$ cat src/alloc_free_list.sv
`timescale 1ns/1ps

module alloc_free_list #(
    parameter int PTR_WID = 8
) (
    input  logic               clk,
    input  logic               reset,
    output logic               init_done,
    // Allocation side
    output logic               alloc_valid,
    output logic [PTR_WID-1:0] alloc_ptr,
    input  logic               alloc_ready,
    // Recycle side
    input  logic               recycle_valid,
    input  logic [PTR_WID-1:0] recycle_ptr,
    output logic               recycle_ready
);

    localparam int DEPTH = 2**PTR_WID;

    typedef enum logic {
        INIT,
        READY
    } state_t;

    state_t state;

    // Pointer storage, one slot per pointer so pushes never overflow
    logic [PTR_WID-1:0] mem [DEPTH];
    logic [PTR_WID-1:0] wr_idx;
    logic [PTR_WID-1:0] rd_idx;
    // Entries in mem, head register not included
    logic [PTR_WID:0]   count;

    logic               push;
    logic [PTR_WID-1:0] push_ptr;
    logic               load_head;

    // Recycles are only taken once the fill sequence is over
    assign recycle_ready = init_done;

    // Fill counter during INIT, returned pointers afterwards
    assign push     = (state == INIT) || (recycle_valid && recycle_ready);
    assign push_ptr = (state == INIT) ? wr_idx : recycle_ptr;

    // Refill head register when empty or being popped
    assign load_head = (state == READY) && (count != '0) && (!alloc_valid || alloc_ready);

    // ========================================================================
    // Storage and head register
    // ========================================================================

    always_ff @(posedge clk) begin
        if (push) begin
            mem[wr_idx] <= push_ptr;
        end
        // Registered head keeps alloc_ptr steady while valid
        if (load_head) begin
            alloc_ptr <= mem[rd_idx];
        end
    end

    // ========================================================================
    // Control
    // ========================================================================

    always_ff @(posedge clk) begin
        if (reset) begin
            state       <= INIT;
            init_done   <= 1'b0;
            wr_idx      <= '0;
            rd_idx      <= '0;
            count       <= '0;
            alloc_valid <= 1'b0;
        end else begin
            // Last fill write, indices wrap back to 0
            if (state == INIT && (&wr_idx)) begin
                state     <= READY;
                init_done <= 1'b1;
            end

            if (push) begin
                wr_idx <= wr_idx + 1'b1;
            end
            if (load_head) begin
                rd_idx <= rd_idx + 1'b1;
            end
            count <= count + (PTR_WID+1)'(push) - (PTR_WID+1)'(load_head);

            // Head valid follows refill, drops on pop with nothing behind it
            if (load_head) begin
                alloc_valid <= 1'b1;
            end else if (alloc_ready) begin
                alloc_valid <= 1'b0;
            end
        end
    end

endmodule

$ cat config.mk
export PLATFORM = sky130hd
export DESIGN_NAME = alloc_free_list
export DESIGN_NICKNAME = d
export VERILOG_FILES = /design/src/alloc_free_list.sv
export SDC_FILE = /design/constraint.sdc
export NUM_CORES = 2
export LEC_CHECK = 0
export CAP_MARGIN = 30
export CORE_MARGIN = 1
export CORE_UTILIZATION = 30
export DETAILED_ROUTE_END_ITERATION = 10
export DONT_BUFFER_PORTS = 1
export SYNTH_ARGS = -nofsm -noshare
export SYNTH_HDL_FRONTEND = slang
export SYNTH_SLANG_ARGS = --single-unit
$ cat constraint.sdc
create_clock -name clk -period 14.7 [get_ports clk]
set_input_delay 2.205 -clock clk [delete_from_list [all_inputs] [get_ports clk]]
set_output_delay 2.205 -clock clk [all_outputs]
set_load 0.005 [all_outputs]
==> metrics.md <==
| Metric | Value |
|---|---|
| # hold bufs at CTS | 0 |
| Root Driver | clkbuf_16 |
| Die X | 523 µm |
| Syn avg cell area | 20.6 µm² |
| HPWL after detailed placement | 127000 µm |
| Routed Antenna Nets | 0 |
| Setup Fix Bufs, Post-CTS | 0 |
| Worst r2r path cells | 11 |
| Post-DP Area | 85700 µm² |
| Highest ir drop seen on vdd | 0.117 mV |
| Leakage power | 27.6 nW |
| Crit path arrival time | 6.32 ns |
| CP Class | reg -> reg |
| R2R Setup Slk | 8.97 ns |
| Syn_nets | 3994 |
| Top post-synthesis cells by area | edfxtp_1 (76%), mux4_2 (13%), mux2i_1 (2.9%) |
| Combinational share of power | 0.018 |
| Synth top area share | 0.757 |
| Total CTS buffers | 207 |
| Clock sink count | 2083 |
| Worst-Skew Late Latency | 0.84 ns |
| Startpoint Class | flip-flop |
| Final period util | 0.390 |
| Yosys warnings | 0 |
| Via count | 40707 |
| Most numerous cell in the Yosys netlist | edfxtp_1 |
| RSZ-0062 raised after global routing | no |
| #FFs+latches synth | 2083 |
| Sw Pwr | 2.41 mW |
| Global route overflow | 0 |
| Tightest Pin Transition | 1.05 ns |
| Finished Layout Cells | 7796 |
| Area growth, synth to finish | 13.6% |
| Port Buf Inserts | 0 |
| Final Max Slew Viols | 0 |
| Nets@finish | 4080 |
| Type of the tightest min-delay check | reg -> reg |
| Setup crit end kind | flip-flop |
| Most instantiated cells after synthesis | edfxtp_1 (2056), mux4_2 (459), nor2_1 (322), mux2i_1 (238), nand2_1 (102) |
| DR DRC count | 0 |
| Worst Clk Skew | 0.0260 ns |
| Layout cell share with drive strength beyond 1 | 0.212 |
| Hold Vio Cnt, Final | 0 |
| TNS Setup | 0 ns |
| Clock network power share | 0.436 |
| Post-Route WL | 216000 µm |
| Core area | 271000 µm² |
| DR pass1 iterations | 5 |
| H-tree depth | 4 |
| Maximum fanout along the worst path | 42 |
| Clock buffer depth | 3 |
| Gr usage total | 0.156 |
| Yosys top cell by area | edfxtp_1 |
| Hold Path Cell Cnt | 2 |
| First-pass GRT wire length | 306000 µm |
| GPL Wtd Cong | 0.821 |
| Library cells used by synthesis | 60 |
| DP Cell Count | 7395 |
| Antenna violations before repair | 11 |
| Die ar. | 274000 µm² |
| Clock transition at path regs | 0.06 ns |
| Worst hold endpoint | wr_idx[1] |
| Post-Syn Area | 81500 µm² |
| Final worst slack | 8.97 ns |
| Number of flops mapped to enable cells by yosys | 2056 |
| Max Cap Viol | 0 |
| Cell count after synthesis | 3964 |
| Seq/Total Area, Yosys | 0.764 |
| Cts repair resizes | 0 |
| PD cells | 129 nW/µm² |
| WP data required | 15.29 ns |
| Final setup vio count | 0 |
| Vias in the first global route | 40272 |
| Run status | complete, no violations |
| Hold path start | wr_idx[1] |
| Min cycle time layout | 5.73 ns |
| Top_reg_cell synth | edfxtp_1 |
| Ports | 23 |
| Crit Reg-Reg Startpoint | rd_idx[0] |
| Max_slew headroom | 0.291 |
| Initial DRC Count | 5349 |
| Switching share of power | 0.202 |
| CTS tree | built |
| PnR Total Power | 11.9 mW |
| Die H | 523 µm |
| Starting Density | 0.301 |
| Design area | 92600 µm² |
| Share of power burned in registers | 0.546 |
| Ys async rst share | 0 |
| Row count | 191 |
| Vias per inst | 5.22 |
| Internal power | 9.52 mW |
| Largest net degree at the start of global routing | 166 |
| Worst reg2reg endpoint | alloc_ptr[1] |
| Average wire per standard cell | 27.7 µm |
| F_max | 0.175 GHz |
| Pre-CTS setup slack | 9.10 ns |
==> per-layer routing <==
layer	GRT usage	share of wire	vias up
met4	0.0520	0.033	4
met3	0.0301	0.090	364
met2	0.242	0.46	1926
li1	-	-	16528
met1	0.219	0.41	21885
met5	0	0.00012	-
==> cells in the final DEF, fill, tap and decap left out, types with 19 or more instances in the layout <==
master | Yosys | routed
edfxtp_1 | 2056 | 2056
mux4_2 | 459 | 459
nor2_1 | 322 | 319
mux2i_1 | 238 | 238
clkbuf_16 | 0 | 211
nand2_1 | 102 | 102
buf_4 | 21 | 93
a21oi_1 | 85 | 85
o21ai_0 | 59 | 57
clkinv_1 | 0 | 51
clkbuf_1 | 100 | 50
a221oi_1 | 39 | 39
nand3_1 | 34 | 34
clkinv_2 | 0 | 33
o221ai_1 | 26 | 26
o22ai_1 | 24 | 24
a22oi_1 | 21 | 21
dfxtp_1 | 27 | 20
inv_1 | 19 | 19
==> cells by family (layout without fill, tap and decap cells) <==
logic type,after synthesis,after routing,share of synthesized area
xor gates and xnor gates,18,18,0.00193
buffers and inverters,263,524,0.0179
and+or+nand+nor,522,522,0.0264
other,0,1,0
AOI/OAI and AO/OA,347,347,0.0287
DFF,2083,2083,0.764
muxes,713,713,0.158
adders and majority gates,18,18,0.00285
==> power groups by stage <==
| stage | Sequential (mW) | Clock, mW | Combinational (mW) |
|---|---|---|---|
| 3_3_place_gp | 6.64 | 0 | 0.207 |
| 3_5_place_dp | 6.64 | 0 | 0.211 |
| 2_1_floorplan | 6.67 | 0 | 0.123 |
| 5_1_grt | 6.51 | 5.48 | 0.233 |
| 6_report | 6.51 | 5.20 | 0.215 |
| 4_1_cts | 6.51 | 5.27 | 0.212 |
==> how the worst max path moves through the flow <==
| stage | from | endpoint | slack [ns] |
|---|---|---|---|
| after floorplan | state | mem[0][0] | 1.98 |
| after global placement | alloc_ready | count[8] | 8.95 |
| after detailed placement | rd_idx[0] | alloc_ptr[1] | 9.10 |
| after CTS | rd_idx[0] | alloc_ptr[1] | 9.04 |
| after global routing | rd_idx[0] | alloc_ptr[0] | 8.73 |
| final | rd_idx[0] | alloc_ptr[1] | 8.97 |
==> through the flow <==
stage,hold WS [ns],util
2_1_floorplan,0.477,-
3_3_place_gp,0.489,0.316
3_5_place_dp,0.496,0.317
4_1_cts,0.504,0.341
5_1_grt,0.530,0.342
6_report,0.512,0.342
==> state kept, by name (all words and copies together) (netlist names) <==
register	count
mem	2048
count	9
alloc_ptr	8
rd_idx	8
wr_idx	8
alloc_valid	1
state	1
==> worst max-delay path, stage by stage (launching register included) <==
cell and delay [ns]:
dfxtp_4 0.91, buf_4 0.62, buf_4 0.53, inv_2 0.33, nand2_1 0.67, o22ai_1 0.24
a2111oi_0 0.56, buf_4 0.24, nor3_1 0.10, nor4_1 0.65, nor3_1 0.25, a31o_1 0.26
==> layout make-up <==
type / count / area, µm²
Sequential cell: 2083 / 62300
Fill cell: 25108 / 178000
Timing Repair Buffer: 118 / 1240
Clock inverter: 122 / 1140
Multi-Input combinational cell: 1618 / 17900
Inverter: 22 / 85.1
Antenna cell: 1 / 2.50
Clock buffer: 262 / 5480
Tap cell: 3570 / 4470
Note: power is estimated with default switching activity, not from simulation.
