### src/alloc_pkg.sv
package alloc_pkg;

    // ========================================================================
    // Buffer geometry
    // ========================================================================

    // Bytes per buffer
    localparam int BUFFER_SIZE = 1024;

    // Largest frame in bytes
    localparam int MAX_FRAME_SIZE = 16384;

    // Per-buffer metadata width
    localparam int META_WID = 8;

    // ========================================================================
    // Types
    // ========================================================================

    // Bytes in last buffer of a frame, 0 means full buffer
    typedef logic [$clog2(BUFFER_SIZE)-1:0] buf_size_t;

    // Total frame bytes, must hold MAX_FRAME_SIZE itself
    typedef logic [$clog2(MAX_FRAME_SIZE+1)-1:0] frame_size_t;

    typedef logic [META_WID-1:0] meta_t;

    // Descriptor fields below the next pointer
    // Packed as {eof, size, meta, err}
    typedef logic [1+$bits(buf_size_t)+META_WID+1-1:0] desc_info_t;

    localparam int DESC_INFO_WID = $bits(desc_info_t);

endpackage

### src/alloc_scatter.sv
`timescale 1ns/1ps

module alloc_scatter #(
    parameter int PTR_WID = 8
) (
    input  logic                                        clk,
    input  logic                                        reset,
    // Store port
    input  logic                                        store_valid,
    input  logic                                        store_eof,
    input  alloc_pkg::buf_size_t                        store_size,
    input  alloc_pkg::meta_t                            store_meta,
    input  logic                                        store_err,
    output logic                                        store_ready,
    output logic [PTR_WID-1:0]                          store_ptr,
    // Free list pop
    input  logic                                        alloc_valid,
    input  logic [PTR_WID-1:0]                          alloc_ptr,
    output logic                                        alloc_ready,
    // Descriptor write
    output logic                                        desc_wr_en,
    output logic [PTR_WID-1:0]                          desc_wr_addr,
    output logic [PTR_WID+alloc_pkg::DESC_INFO_WID-1:0] desc_wr_data,
    // Frame report
    output logic                                        frame_valid,
    output logic [PTR_WID-1:0]                          frame_ptr,
    output alloc_pkg::frame_size_t                      frame_size,
    output logic                                        frame_error,
    input  logic                                        frame_ready
);

    import alloc_pkg::*;

    // Pointer handed to the producer for the next beat
    logic               cur_valid;
    logic [PTR_WID-1:0] cur_ptr;

    // Frame in progress
    logic               sof;
    logic [PTR_WID-1:0] head_ptr;
    frame_size_t        size_acc;
    logic               err_acc;

    logic               store_acc;
    logic               pop;
    frame_size_t        beat_bytes;
    frame_size_t        size_sum;
    logic               err_sum;
    desc_info_t         info;

    // Needs a current pointer plus a successor for its link field
    assign store_ready = cur_valid && alloc_valid && !frame_valid;
    assign store_ptr   = cur_ptr;
    assign store_acc   = store_valid && store_ready;

    // Take a pointer when none is held or the held one is being used
    assign alloc_ready = !cur_valid || store_acc;
    assign pop         = alloc_valid && alloc_ready;

    // ========================================================================
    // Frame accounting
    // ========================================================================

    always_comb begin
        // Zero size on the last buffer means it is full
        if (store_eof && store_size != '0) begin
            beat_bytes = frame_size_t'(store_size);
        end else begin
            beat_bytes = frame_size_t'(BUFFER_SIZE);
        end
    end

    // First beat restarts the running totals
    assign size_sum = (sof ? frame_size_t'(0) : size_acc) + beat_bytes;
    assign err_sum  = (sof ? 1'b0 : err_acc) | store_err;

    // Descriptor is written in the accepting cycle, linked to the list head
    assign info         = {store_eof, store_size, store_meta, store_err};
    assign desc_wr_en   = store_acc;
    assign desc_wr_addr = cur_ptr;
    assign desc_wr_data = {alloc_ptr, info};

    always_ff @(posedge clk) begin
        if (reset) begin
            cur_valid   <= 1'b0;
            sof         <= 1'b1;
            frame_valid <= 1'b0;
        end else begin
            if (pop) begin
                cur_valid <= 1'b1;
            end
            if (store_acc) begin
                sof <= store_eof;
            end
            // Report held until accepted, stores blocked meanwhile
            if (store_acc && store_eof) begin
                frame_valid <= 1'b1;
            end else if (frame_ready) begin
                frame_valid <= 1'b0;
            end
        end
    end

    always_ff @(posedge clk) begin
        if (pop) begin
            cur_ptr <= alloc_ptr;
        end
        if (store_acc) begin
            if (sof) begin
                head_ptr <= cur_ptr;
            end
            size_acc <= size_sum;
            err_acc  <= err_sum;
            if (store_eof) begin
                frame_ptr   <= sof ? cur_ptr : head_ptr;
                frame_size  <= size_sum;
                frame_error <= err_sum;
            end
        end
    end

endmodule

### config.mk
export PLATFORM = sky130hd
export DESIGN_NAME = alloc_scatter
export DESIGN_NICKNAME = d
export VERILOG_FILES = /design/src/alloc_pkg.sv /design/src/alloc_scatter.sv
export SDC_FILE = /design/constraint.sdc
export NUM_CORES = 1
export LEC_CHECK = 0
export BUFFER_PORTS_ARGS = -buffer_cell sky130_fd_sc_hd__buf_2
export CORE_AREA = 2 2 85 87
export CTS_CLUSTER_DIAMETER = 80
export DETAILED_ROUTE_END_ITERATION = 8
export DIE_AREA = 0 0 87 89
export GPL_TIMING_DRIVEN = 0
export PLACE_DENSITY = 0.79
export SLEW_MARGIN = 15
export SYNTH_ARGS = -nofsm -noshare
export SYNTH_HDL_FRONTEND = slang
export SYNTH_SLANG_ARGS = --single-unit
### constraint.sdc
create_clock -name clk -period 2.6 [get_ports clk]
set_clock_uncertainty 0.05 [all_clocks]
set_input_delay 0.39 -clock clk [delete_from_list [all_inputs] [get_ports clk]]
set_output_delay 0.39 -clock clk [all_outputs]
set_load 0.01 [all_outputs]
==> flow_metrics.tcl <==
set metrics [dict create \
    status "finished clean" \
    pwr_density_cell_mw_per_mm2 521.2 \
    cts.sinks 59 \
    path_clk_slew_ns 0.06 \
    antenna_left 0 \
    core_area_mm2 0.006719 \
    ys_async_sr_fraction_pct 0 \
    startpoint "sof" \
    grt_pass1_vias 1988 \
    stdcell_count 439 \
    critPathRequiredTime_ns 2.63 \
    synth.most_common_cell "edfxtp_1" \
    worstHoldStart "alloc_ptr[2]" \
    dp_hpwl_um 4491 \
    nets 399 \
    globalplace.congestion 0.8637 \
    syn_nets 281 \
    clockRootBuffer "clkbuf_8" \
    n_fill_cell 551 \
    h-tree-depth 3 \
    post_drt_wl_per_cell_um 14.98 \
    drc 0 \
    synth_area_leader_cell "edfxtp_1" \
    cts_made_buffers 9 \
    gr-total-overflow 0 \
    area_growth_pct 30.50 \
    slew_headroom_pct 53.61 \
    ys.flop_type "edfxtp_1" \
    io_pins 105 \
    fin_area_mm2 0.003935 \
    drtIter0Drc 41 \
    num_vias 2191 \
    slew_viol_final 0 \
    syn_inst 236 \
    synth-edff-count 56 \
    first_pass_iters 6 \
    hold_buffers 0 \
    hold_viol_final 0 \
    fmax_ghz 0.3938 \
    insertion_delay_ns 0.34 \
    ys_warn_count 0 \
    yosys-top-cells-area "edfxtp_1 (56%), buf_4 (9.0%), ha_1 (4.6%), mux2_2 (3.7%), nor2b_1 (2.9%)" \
    ys_ff_latch 59 \
    drv_cap 0 \
    period_share_pct 97.68 \
    diodes 0 \
    grt_pass1_wl_um 9508 \
    start_kind "flop" \
    dieArea_mm2 0.007743 \
    min_path_type "in -> reg" \
    cts.path.max_buffers 2 \
    tightest_slew_ns 0.6921 \
    cp_data_arrival_time_ns 2.57 \
    r2r-start "sof" \
    synth_area_mm2 0.003015 \
    portBuffers 96 \
    placed_area_mm2 0.003607 \
    start_util_pct 44.88 \
    ir_drop_v 0.0002936 \
    end_kind "flop" \
    grt_start_max_net_pins 27 \
    drive_above_1_share_pct 53.76 \
    crit_type "reg -> reg" \
    worstPathMaxFanout 10 \
    yosysSeqAreaShare_pct 57.76 \
    yosysTopAreaCellShare_pct 55.77 \
    ys_types 43 \
    die_h_um 89 \
    die_w_um 87 \
    setup_violations 0 \
    vias_per_cell 4.991 \
    track_usage_pct 16.72 \
    antenna_found_initial 0 \
    num_rows 30 \
    period_needed_ns 2.540 \
    ys_top_cells_by_count "edfxtp_1 (56), buf_4 (36), nor2b_1 (14), nand2_1 (13), and2_1 (12)" \
    p_leak_nw 1.694 \
    drt_wl_total_um 6577 \
    syn_area_per_cell_um2 12.78 \
    dp.cells 412 \
    cts_tree "yes" \
]
==> where the power goes <==
part	switching, W	internal (W)	total (W)
Clock	0.000358	0.000340	0.000698
Combinational	0.000135	0.000132	0.000267
Sequential	0.0000106	0.00108	0.00109
Total	0.000503	0.00155	0.00205
==> through the flow <==
step | hold WS, ns | setup TNS, ns | total power, W | utilization [%] | setup WS (ns)
final | 0.1914 | 0 | 0.002051 | 58.57 | 0.06040
after global routing | 0.1754 | -0.09291 | 0.002140 | 58.57 | -0.02586
after CTS | 0.1740 | 0 | 0.002063 | 57.23 | 0.002394
after detailed placement | 0.4429 | -14.20 | 0.001358 | 53.69 | -0.4534
after global placement | 0.4188 | -12.11 | 0.001350 | 53.69 | -0.3881
after floorplan | 0.4021 | 0 | 0.001263 | - | 0.003980
==> cells in the final DEF, fill, tap and decap left out, drive strengths merged, types with 2 or more instances in the layout <==
cell	n
and2	12
nor2b	15
or4	3
ha	11
inv	3
nor2	11
xor2	2
edfxtp	56
dfxtp	3
o21ai	5
buf	144
xnor2	5
nand2b	3
a211oi	3
mux2	10
nand2	14
nand3	5
nor3	2
clkinv	3
clkinvlp	6
a21o	3
a21oi	12
clkbuf	13
==> sequential cells by signal, summed over array words and instances (netlist names) <==
register / cells
head_ptr: 8
cur_valid: 1
sof: 1
desc_wr_addr: 8
err_acc: 1
frame_size: 15
frame_ptr: 8
frame_error: 1
frame_valid: 1
size_acc: 15
==> what timing repair did <==
item	CTS	global route
buffers inserted	4	5
cloned	1	1
pin swaps	3	8
endpoints found under the setup margin	34	36
resized for setup	10	11
==> final timing paths <==
| path | endpoint | slack (ns) | cells past startpoint |
|---|---|---|---|
| worst min register to register | frame_valid | 0.45 | 2 |
| worst min-delay path | desc_wr_addr[2] | 0.19 | 1 |
| worst max-delay path | frame_size[10] | 0.06 | 11 |
| worst max register to register | frame_size[10] | 0.06 | 11 |
==> worst max-delay path, stage by stage (launching register included) <==
cell,delay [ns]
dfxtp_1,0.32
buf_6,0.13
clkbuf_16,0.16
nor2b_4,0.05
ha_4,0.16
fa_2,0.40
a21oi_2,0.19
o21ai_2,0.10
a211oi_4,0.29
buf_4,0.16
o21ai_0,0.09
xor2_1,0.17
==> logic make-up after synthesis <==
group / count (synthesis) / share of synthesized area, %
AOI/OAI and AO/OA: 30 / 7.469
xor gates and xnor gates: 7 / 2.033
buffers and inverters: 46 / 10.25
DFF: 59 / 57.76
muxes: 10 / 3.735
and+or+nand+nor: 72 / 13.53
adders and majority gates: 12 / 5.228
==> layout make-up <==
cell class | count | area, um2 | area share (%)
well taps | 80 | 100.1 | 2.544
flip-flops and latches | 59 | 1742 | 44.26
repair buffers | 105 | 548.0 | 13.93
repair inverters | 2 | 12.51 | 0.3180
inverters | 5 | 26.28 | 0.6677
multi-input cells | 131 | 1022 | 25.98
clock buffers | 11 | 131.4 | 3.339
clock inverters | 5 | 30.03 | 0.7631
plain buffers | 41 | 322.8 | 8.204
==> per-layer routing <==
metal | GRT usage, % | share of wire, % | vias to the layer above
met5 | 0 | 0 | -
met2 | 29.22 | 54 | 73
met3 | 6.279 | 6.0 | 11
met4 | 6.960 | 1.9 | 0
li1 | - | - | 1057
met1 | 18.37 | 38 | 1050
Power figures use the tool's default switching activity.
