<file path="src/alloc_pkg.sv">
package alloc_pkg;

    // ========================================================================
    // Buffer geometry
    // ========================================================================

    // Bytes per buffer
    localparam int BUFFER_SIZE = 1024;

    // Largest frame in bytes
    localparam int MAX_FRAME_SIZE = 16384;

    // Per-buffer metadata width
    localparam int META_WID = 8;

    // ========================================================================
    // Types
    // ========================================================================

    // Bytes in last buffer of a frame, 0 means full buffer
    typedef logic [$clog2(BUFFER_SIZE)-1:0] buf_size_t;

    // Total frame bytes, must hold MAX_FRAME_SIZE itself
    typedef logic [$clog2(MAX_FRAME_SIZE+1)-1:0] frame_size_t;

    typedef logic [META_WID-1:0] meta_t;

    // Descriptor fields below the next pointer
    // Packed as {eof, size, meta, err}
    typedef logic [1+$bits(buf_size_t)+META_WID+1-1:0] desc_info_t;

    localparam int DESC_INFO_WID = $bits(desc_info_t);

endpackage

</file>
<file path="src/alloc_gather.sv">
`timescale 1ns/1ps

module alloc_gather #(
    parameter int PTR_WID = 8
) (
    input  logic                                        clk,
    input  logic                                        reset,
    // Load port
    input  logic                                        load_valid,
    input  logic [PTR_WID-1:0]                          load_ptr,
    output logic                                        load_ready,
    // Descriptor read
    output logic                                        desc_rd_en,
    output logic [PTR_WID-1:0]                          desc_rd_addr,
    input  logic [PTR_WID+alloc_pkg::DESC_INFO_WID-1:0] desc_rd_data,
    // Buffer output
    output logic                                        buf_valid,
    output logic [PTR_WID-1:0]                          buf_ptr,
    output logic                                        buf_eof,
    output alloc_pkg::buf_size_t                        buf_size,
    output alloc_pkg::meta_t                            buf_meta,
    output logic                                        buf_err,
    input  logic                                        buf_ready,
    // Pointer return
    output logic                                        recycle_valid,
    output logic [PTR_WID-1:0]                          recycle_ptr,
    input  logic                                        recycle_ready
);

    import alloc_pkg::*;

    typedef enum logic [1:0] {
        IDLE,
        READ,
        WAIT,
        PRESENT
    } state_t;

    state_t             state;
    logic [PTR_WID-1:0] nxt_ptr;
    logic [PTR_WID-1:0] rd_next;
    desc_info_t         rd_info;
    logic               load_acc;
    logic               buf_acc;

    // Descriptor word is {next pointer, info}
    assign {rd_next, rd_info} = desc_rd_data;

    assign load_acc = load_valid && load_ready;

    // Pointer goes back to the free list with the accepted buffer
    assign recycle_valid = buf_valid && buf_ready;
    assign recycle_ptr   = buf_ptr;
    assign buf_acc       = recycle_valid && recycle_ready;

    // ========================================================================
    // Chain walk FSM
    // ========================================================================

    always_ff @(posedge clk) begin
        if (reset) begin
            state      <= IDLE;
            load_ready <= 1'b0;
            desc_rd_en <= 1'b0;
            buf_valid  <= 1'b0;
        end else begin
            case (state)
                IDLE: begin
                    if (load_acc) begin
                        load_ready <= 1'b0;
                        desc_rd_en <= 1'b1;
                        state      <= READ;
                    end else begin
                        load_ready <= 1'b1;
                    end
                end
                // Read issued this cycle
                READ: begin
                    desc_rd_en <= 1'b0;
                    state      <= WAIT;
                end
                // Read data valid, latch into outputs
                WAIT: begin
                    buf_valid <= 1'b1;
                    state     <= PRESENT;
                end
                PRESENT: begin
                    if (buf_acc) begin
                        buf_valid <= 1'b0;
                        if (buf_eof) begin
                            load_ready <= 1'b1;
                            state      <= IDLE;
                        end else begin
                            desc_rd_en <= 1'b1;
                            state      <= READ;
                        end
                    end
                end
                default: state <= IDLE;
            endcase
        end
    end

    always_ff @(posedge clk) begin
        // Head pointer first, then follow links
        if (state == IDLE && load_acc) begin
            desc_rd_addr <= load_ptr;
        end else if (state == PRESENT && buf_acc && !buf_eof) begin
            desc_rd_addr <= nxt_ptr;
        end
        // Buffer outputs only change here, so they hold under back-pressure
        if (state == WAIT) begin
            buf_ptr <= desc_rd_addr;
            nxt_ptr <= rd_next;
            {buf_eof, buf_size, buf_meta, buf_err} <= rd_info;
        end
    end

endmodule

</file>
<file path="config.mk">
export PLATFORM = sky130hd
export DESIGN_NAME = alloc_gather
export DESIGN_NICKNAME = d
export VERILOG_FILES = /design/src/alloc_pkg.sv /design/src/alloc_gather.sv
export SDC_FILE = /design/constraint.sdc
export NUM_CORES = 1
export LEC_CHECK = 0
export BUFFER_PORTS_ARGS = -buffer_cell sky130_fd_sc_hd__buf_2
export CORE_ASPECT_RATIO = 1.75
export CORE_UTILIZATION = 49
export DETAILED_ROUTE_END_ITERATION = 16
export PLACE_DENSITY_LB_ADDON = 0.15
export REMOVE_ABC_BUFFERS = 1
export SLEW_MARGIN = 25
export SYNTH_ARGS = -nofsm -noshare
export SYNTH_HDL_FRONTEND = slang
export SYNTH_SLANG_ARGS = --single-unit
</file>
<file path="constraint.sdc">
create_clock -name clk -period 5.6 [get_ports clk]
set_input_delay 0.56 -clock clk [delete_from_list [all_inputs] [get_ports clk]]
set_output_delay 0.56 -clock clk [all_outputs]
set_load 0.01 [all_outputs]
</file>
==> flow_metrics.py <==
metrics = {
    "status": {
        "outcome": "finished, final reports clean",
    },
    "route": {
        "finalWirelength_mm": 3.19,
        "iteration_0_drc_markers": 24,
        "ant_nets": 0,
        "post_drt_wl_per_cell_um": 13.4,
        "dr_total_vias": 1185,
        "dr.pass1.iters": 4,
        "drc": 0,
        "vias_per_cell": 5.00,
    },
    "place": {
        "globalplace.congestion": 0.680,
        "place.port_buffers": 88,
        "placed_cells_incl_taps": 229,
        "dpl-instance-area_mm2": 0.00230,
        "placement.setup.worst_slack_ps": 3380,
    },
    "cts": {
        "clkTransAtPathRegs_ps": 80,
        "cts_inserted_buffers": 5,
        "cts_setup_buffers": 0,
        "clock_path_buffers": 2,
        "tritoncts": "built",
        "clock_insertion_delay_worst_skew_ps": 290,
        "number_of_h_tree_branching_levels": 2,
        "cts_resized": 0,
        "cts_num_sinks": 49,
        "cts_hold_buf": 0,
        "cts.root.buffer_cell": "sky130_fd_sc_hd__clkbuf_8",
    },
    "global_routing": {
        "groute.usage.overall_pct": 16.8,
        "largest_net_degree_at_the_start_of_global_routing": 38,
        "grt_first_pass_wirelength_mm": 5.02,
        "antenna_found_initial": 0,
        "grt_overflow": 0,
        "grt_pass1_vias": 1150,
    },
    "worst_setup_path": {
        "endpoint_kind": "flop",
        "startpoint_of_the_lowest_slack_register_to_register_path": "state[1]",
        "crit_path_max_fanout": 11,
        "timing.rr.end": "desc_rd_addr[4]",
        "criticalPathCategory": "flop to flop",
        "critPathLaunchType": "flop",
        "rr_worst_depth": 3,
        "worst-r2r-setup-slack_ps": 3690,
        "endpoint": "desc_rd_addr[4]",
        "worst_setup_path_startpoint": "state[1]",
        "timing.critical_path.required_ps": 5530,
        "critPathArrivalTime_ps": 1840,
    },
    "finish": {
        "finish.net_count": 237,
        "post_route_cell_area_mm2": 0.00238,
        "stdcell_count": 237,
        "final_cell_mix": "sky130_fd_sc_hd__buf_2, sky130_fd_sc_hd__edfxtp_1, sky130_fd_sc_hd__mux2_2",
        "areaGrowthSynthToFinish_pct": 27.6,
        "final_common_cell": "sky130_fd_sc_hd__buf_2",
        "antennaDiodeCount": 0,
        "fillerInstances": 294,
        "layout-drive-gt1-share_pct": 56.5,
    },
    "sta": {
        "highest_clock_rate_mhz": 523,
        "final_period_minus_worst_setup_slack_ps": 1910,
        "final_cycle_share_pct": 34.1,
        "grt_setup_unrepaired": "false",
        "clock_skew_ps": 5.58,
        "worstMarginPinSlew_ps": 810,
        "fin_tns_setup_ps": 0,
        "setup_ws_final_ps": 3690,
        "timing_max_transition_violations_final": 0,
        "max_slew_margin_pct": 46.0,
        "hold_viol": 0,
        "setup-violations-final": 0,
    },
    "pwr": {
        "cell_area_power_density_mw_per_mm2": 426,
        "fin_total_pwr_uw": 1010,
        "power_leakage_uw": 0.000999,
        "vdd_ir_drop_max_mv": 0.369,
    },
    "floorplan": {
        "fp-row-count": 29,
        "floorplan.die.width_um": 48.6,
        "fp.coreArea_mm2": 0.00363,
        "initial_utilization_pct": 51.4,
        "die_height_um": 83.6,
        "die_area_mm2": 0.00407,
        "num_io_pins": 89,
    },
    "flow_run": {
        "maxCapViolCount": 0,
    },
    "synth": {
        "yosys_register_bits": 49,
        "synthDistinctLibCells": 24,
        "synth.yosys.warnings": 0,
        "postSynthAreaPerCell_um2": 17.9,
        "synthesis.instances": 104,
        "post_synth_instance_area_mm2": 0.00187,
        "synth_sequential_area_ratio_pct": 76.2,
        "synth_enable_flop_cells": 44,
        "async_reset_ff_share_pct": 0,
        "synth_top_flop_cell": "sky130_fd_sc_hd__edfxtp_1",
    },
    "hold_path": {
        "worst_min_delay_path_category": "input port to flop",
    },
}
## per-layer routing
metal	GRT usage [%]	vias to the layer above	part of all wire, %
li1	-	551	-
met1	15.8	552	33
met2	30.7	72	56
met3	4.55	10	7.3
met4	11.0	0	3.3
met5	0	-	0
## power breakdown
part	total (µW)	internal [µW]	leakage (µW)	switching [µW]
registers	537	501	0.000441	35.4
logic	285	127	0.000516	158
clock network	192	87.7	0.0000422	104
## through the flow
| stage | util (%) | hold WS, ps |
|---|---|---|
| 5_1_grt | 65.6 | 415 |
| 3_3_place_gp | 63.3 | 433 |
| 3_5_place_dp | 63.3 | 435 |
| 2_1_floorplan | - | 495 |
| 6_report | 65.6 | 436 |
| 4_1_cts | 65.6 | 429 |
## cell usage after synthesis, types with 2 or more instances
cell type / n / area [µm²]
sky130_fd_sc_hd__edfxtp_1: 44 / 1320
sky130_fd_sc_hd__buf_4: 9 / 67.6
sky130_fd_sc_hd__mux2_2: 8 / 90.1
sky130_fd_sc_hd__ha_1: 6 / 75.1
sky130_fd_sc_hd__dfxtp_1: 5 / 100
sky130_fd_sc_hd__inv_1: 4 / 15.0
sky130_fd_sc_hd__a21oi_1: 3 / 15.0
sky130_fd_sc_hd__nand2_1: 3 / 11.3
sky130_fd_sc_hd__nand3_1: 3 / 15.0
sky130_fd_sc_hd__nor2_1: 3 / 11.3
sky130_fd_sc_hd__nand3_2: 2 / 20.0
sky130_fd_sc_hd__nor2b_1: 2 / 12.5
## how the worst min path moves through the flow
stage	start	to	slack, ps	cells past startpoint
6_report	desc_rd_data[4]	buf_meta[3]	440	1
5_1_grt	desc_rd_data[4]	buf_meta[3]	420	1
4_1_cts	desc_rd_data[4]	buf_meta[3]	430	1
3_5_place_dp	desc_rd_addr[7]	buf_ptr[7]	440	0
3_3_place_gp	desc_rd_addr[7]	buf_ptr[7]	430	0
2_1_floorplan	state[1]	state[1]	500	2
## kinds of logic after synthesis
group                      synth area share [%]
buffers and inverters                      4.43
AOI/OAI and AO/OA                          4.63
DFF                                        76.2
adders and majority gates                  4.02
and+or+nand+nor                            4.76
muxes                                      5.97
## sequential cells by signal, indices dropped and copies added (netlist names)
register and cells:
buf_meta 8, nxt_ptr 8, buf_size 10, desc_rd_addr 8
buf_eof 1, buf_ptr 8, load_ready 1, buf_err 1
desc_rd_en 1, buf_valid 1, state 2
## layout make-up
type	instances	area, µm²	area share (%)
clock inverter	1	5.00	0.210
timing repair buffer	88	440	18.5
sequential	49	1420	59.7
inverter	4	15.0	0.631
clock buffer	7	76.3	3.21
tap	46	57.6	2.42
multi-input combinational	42	364	15.3
## critical path: stages, from the launching register on
cell and delay, ps:
sky130_fd_sc_hd__dfxtp_1 430, sky130_fd_sc_hd__ha_1 410, sky130_fd_sc_hd__nand3_1 110, sky130_fd_sc_hd__o21ai_1 590
Power figures use the tool's default switching activity.
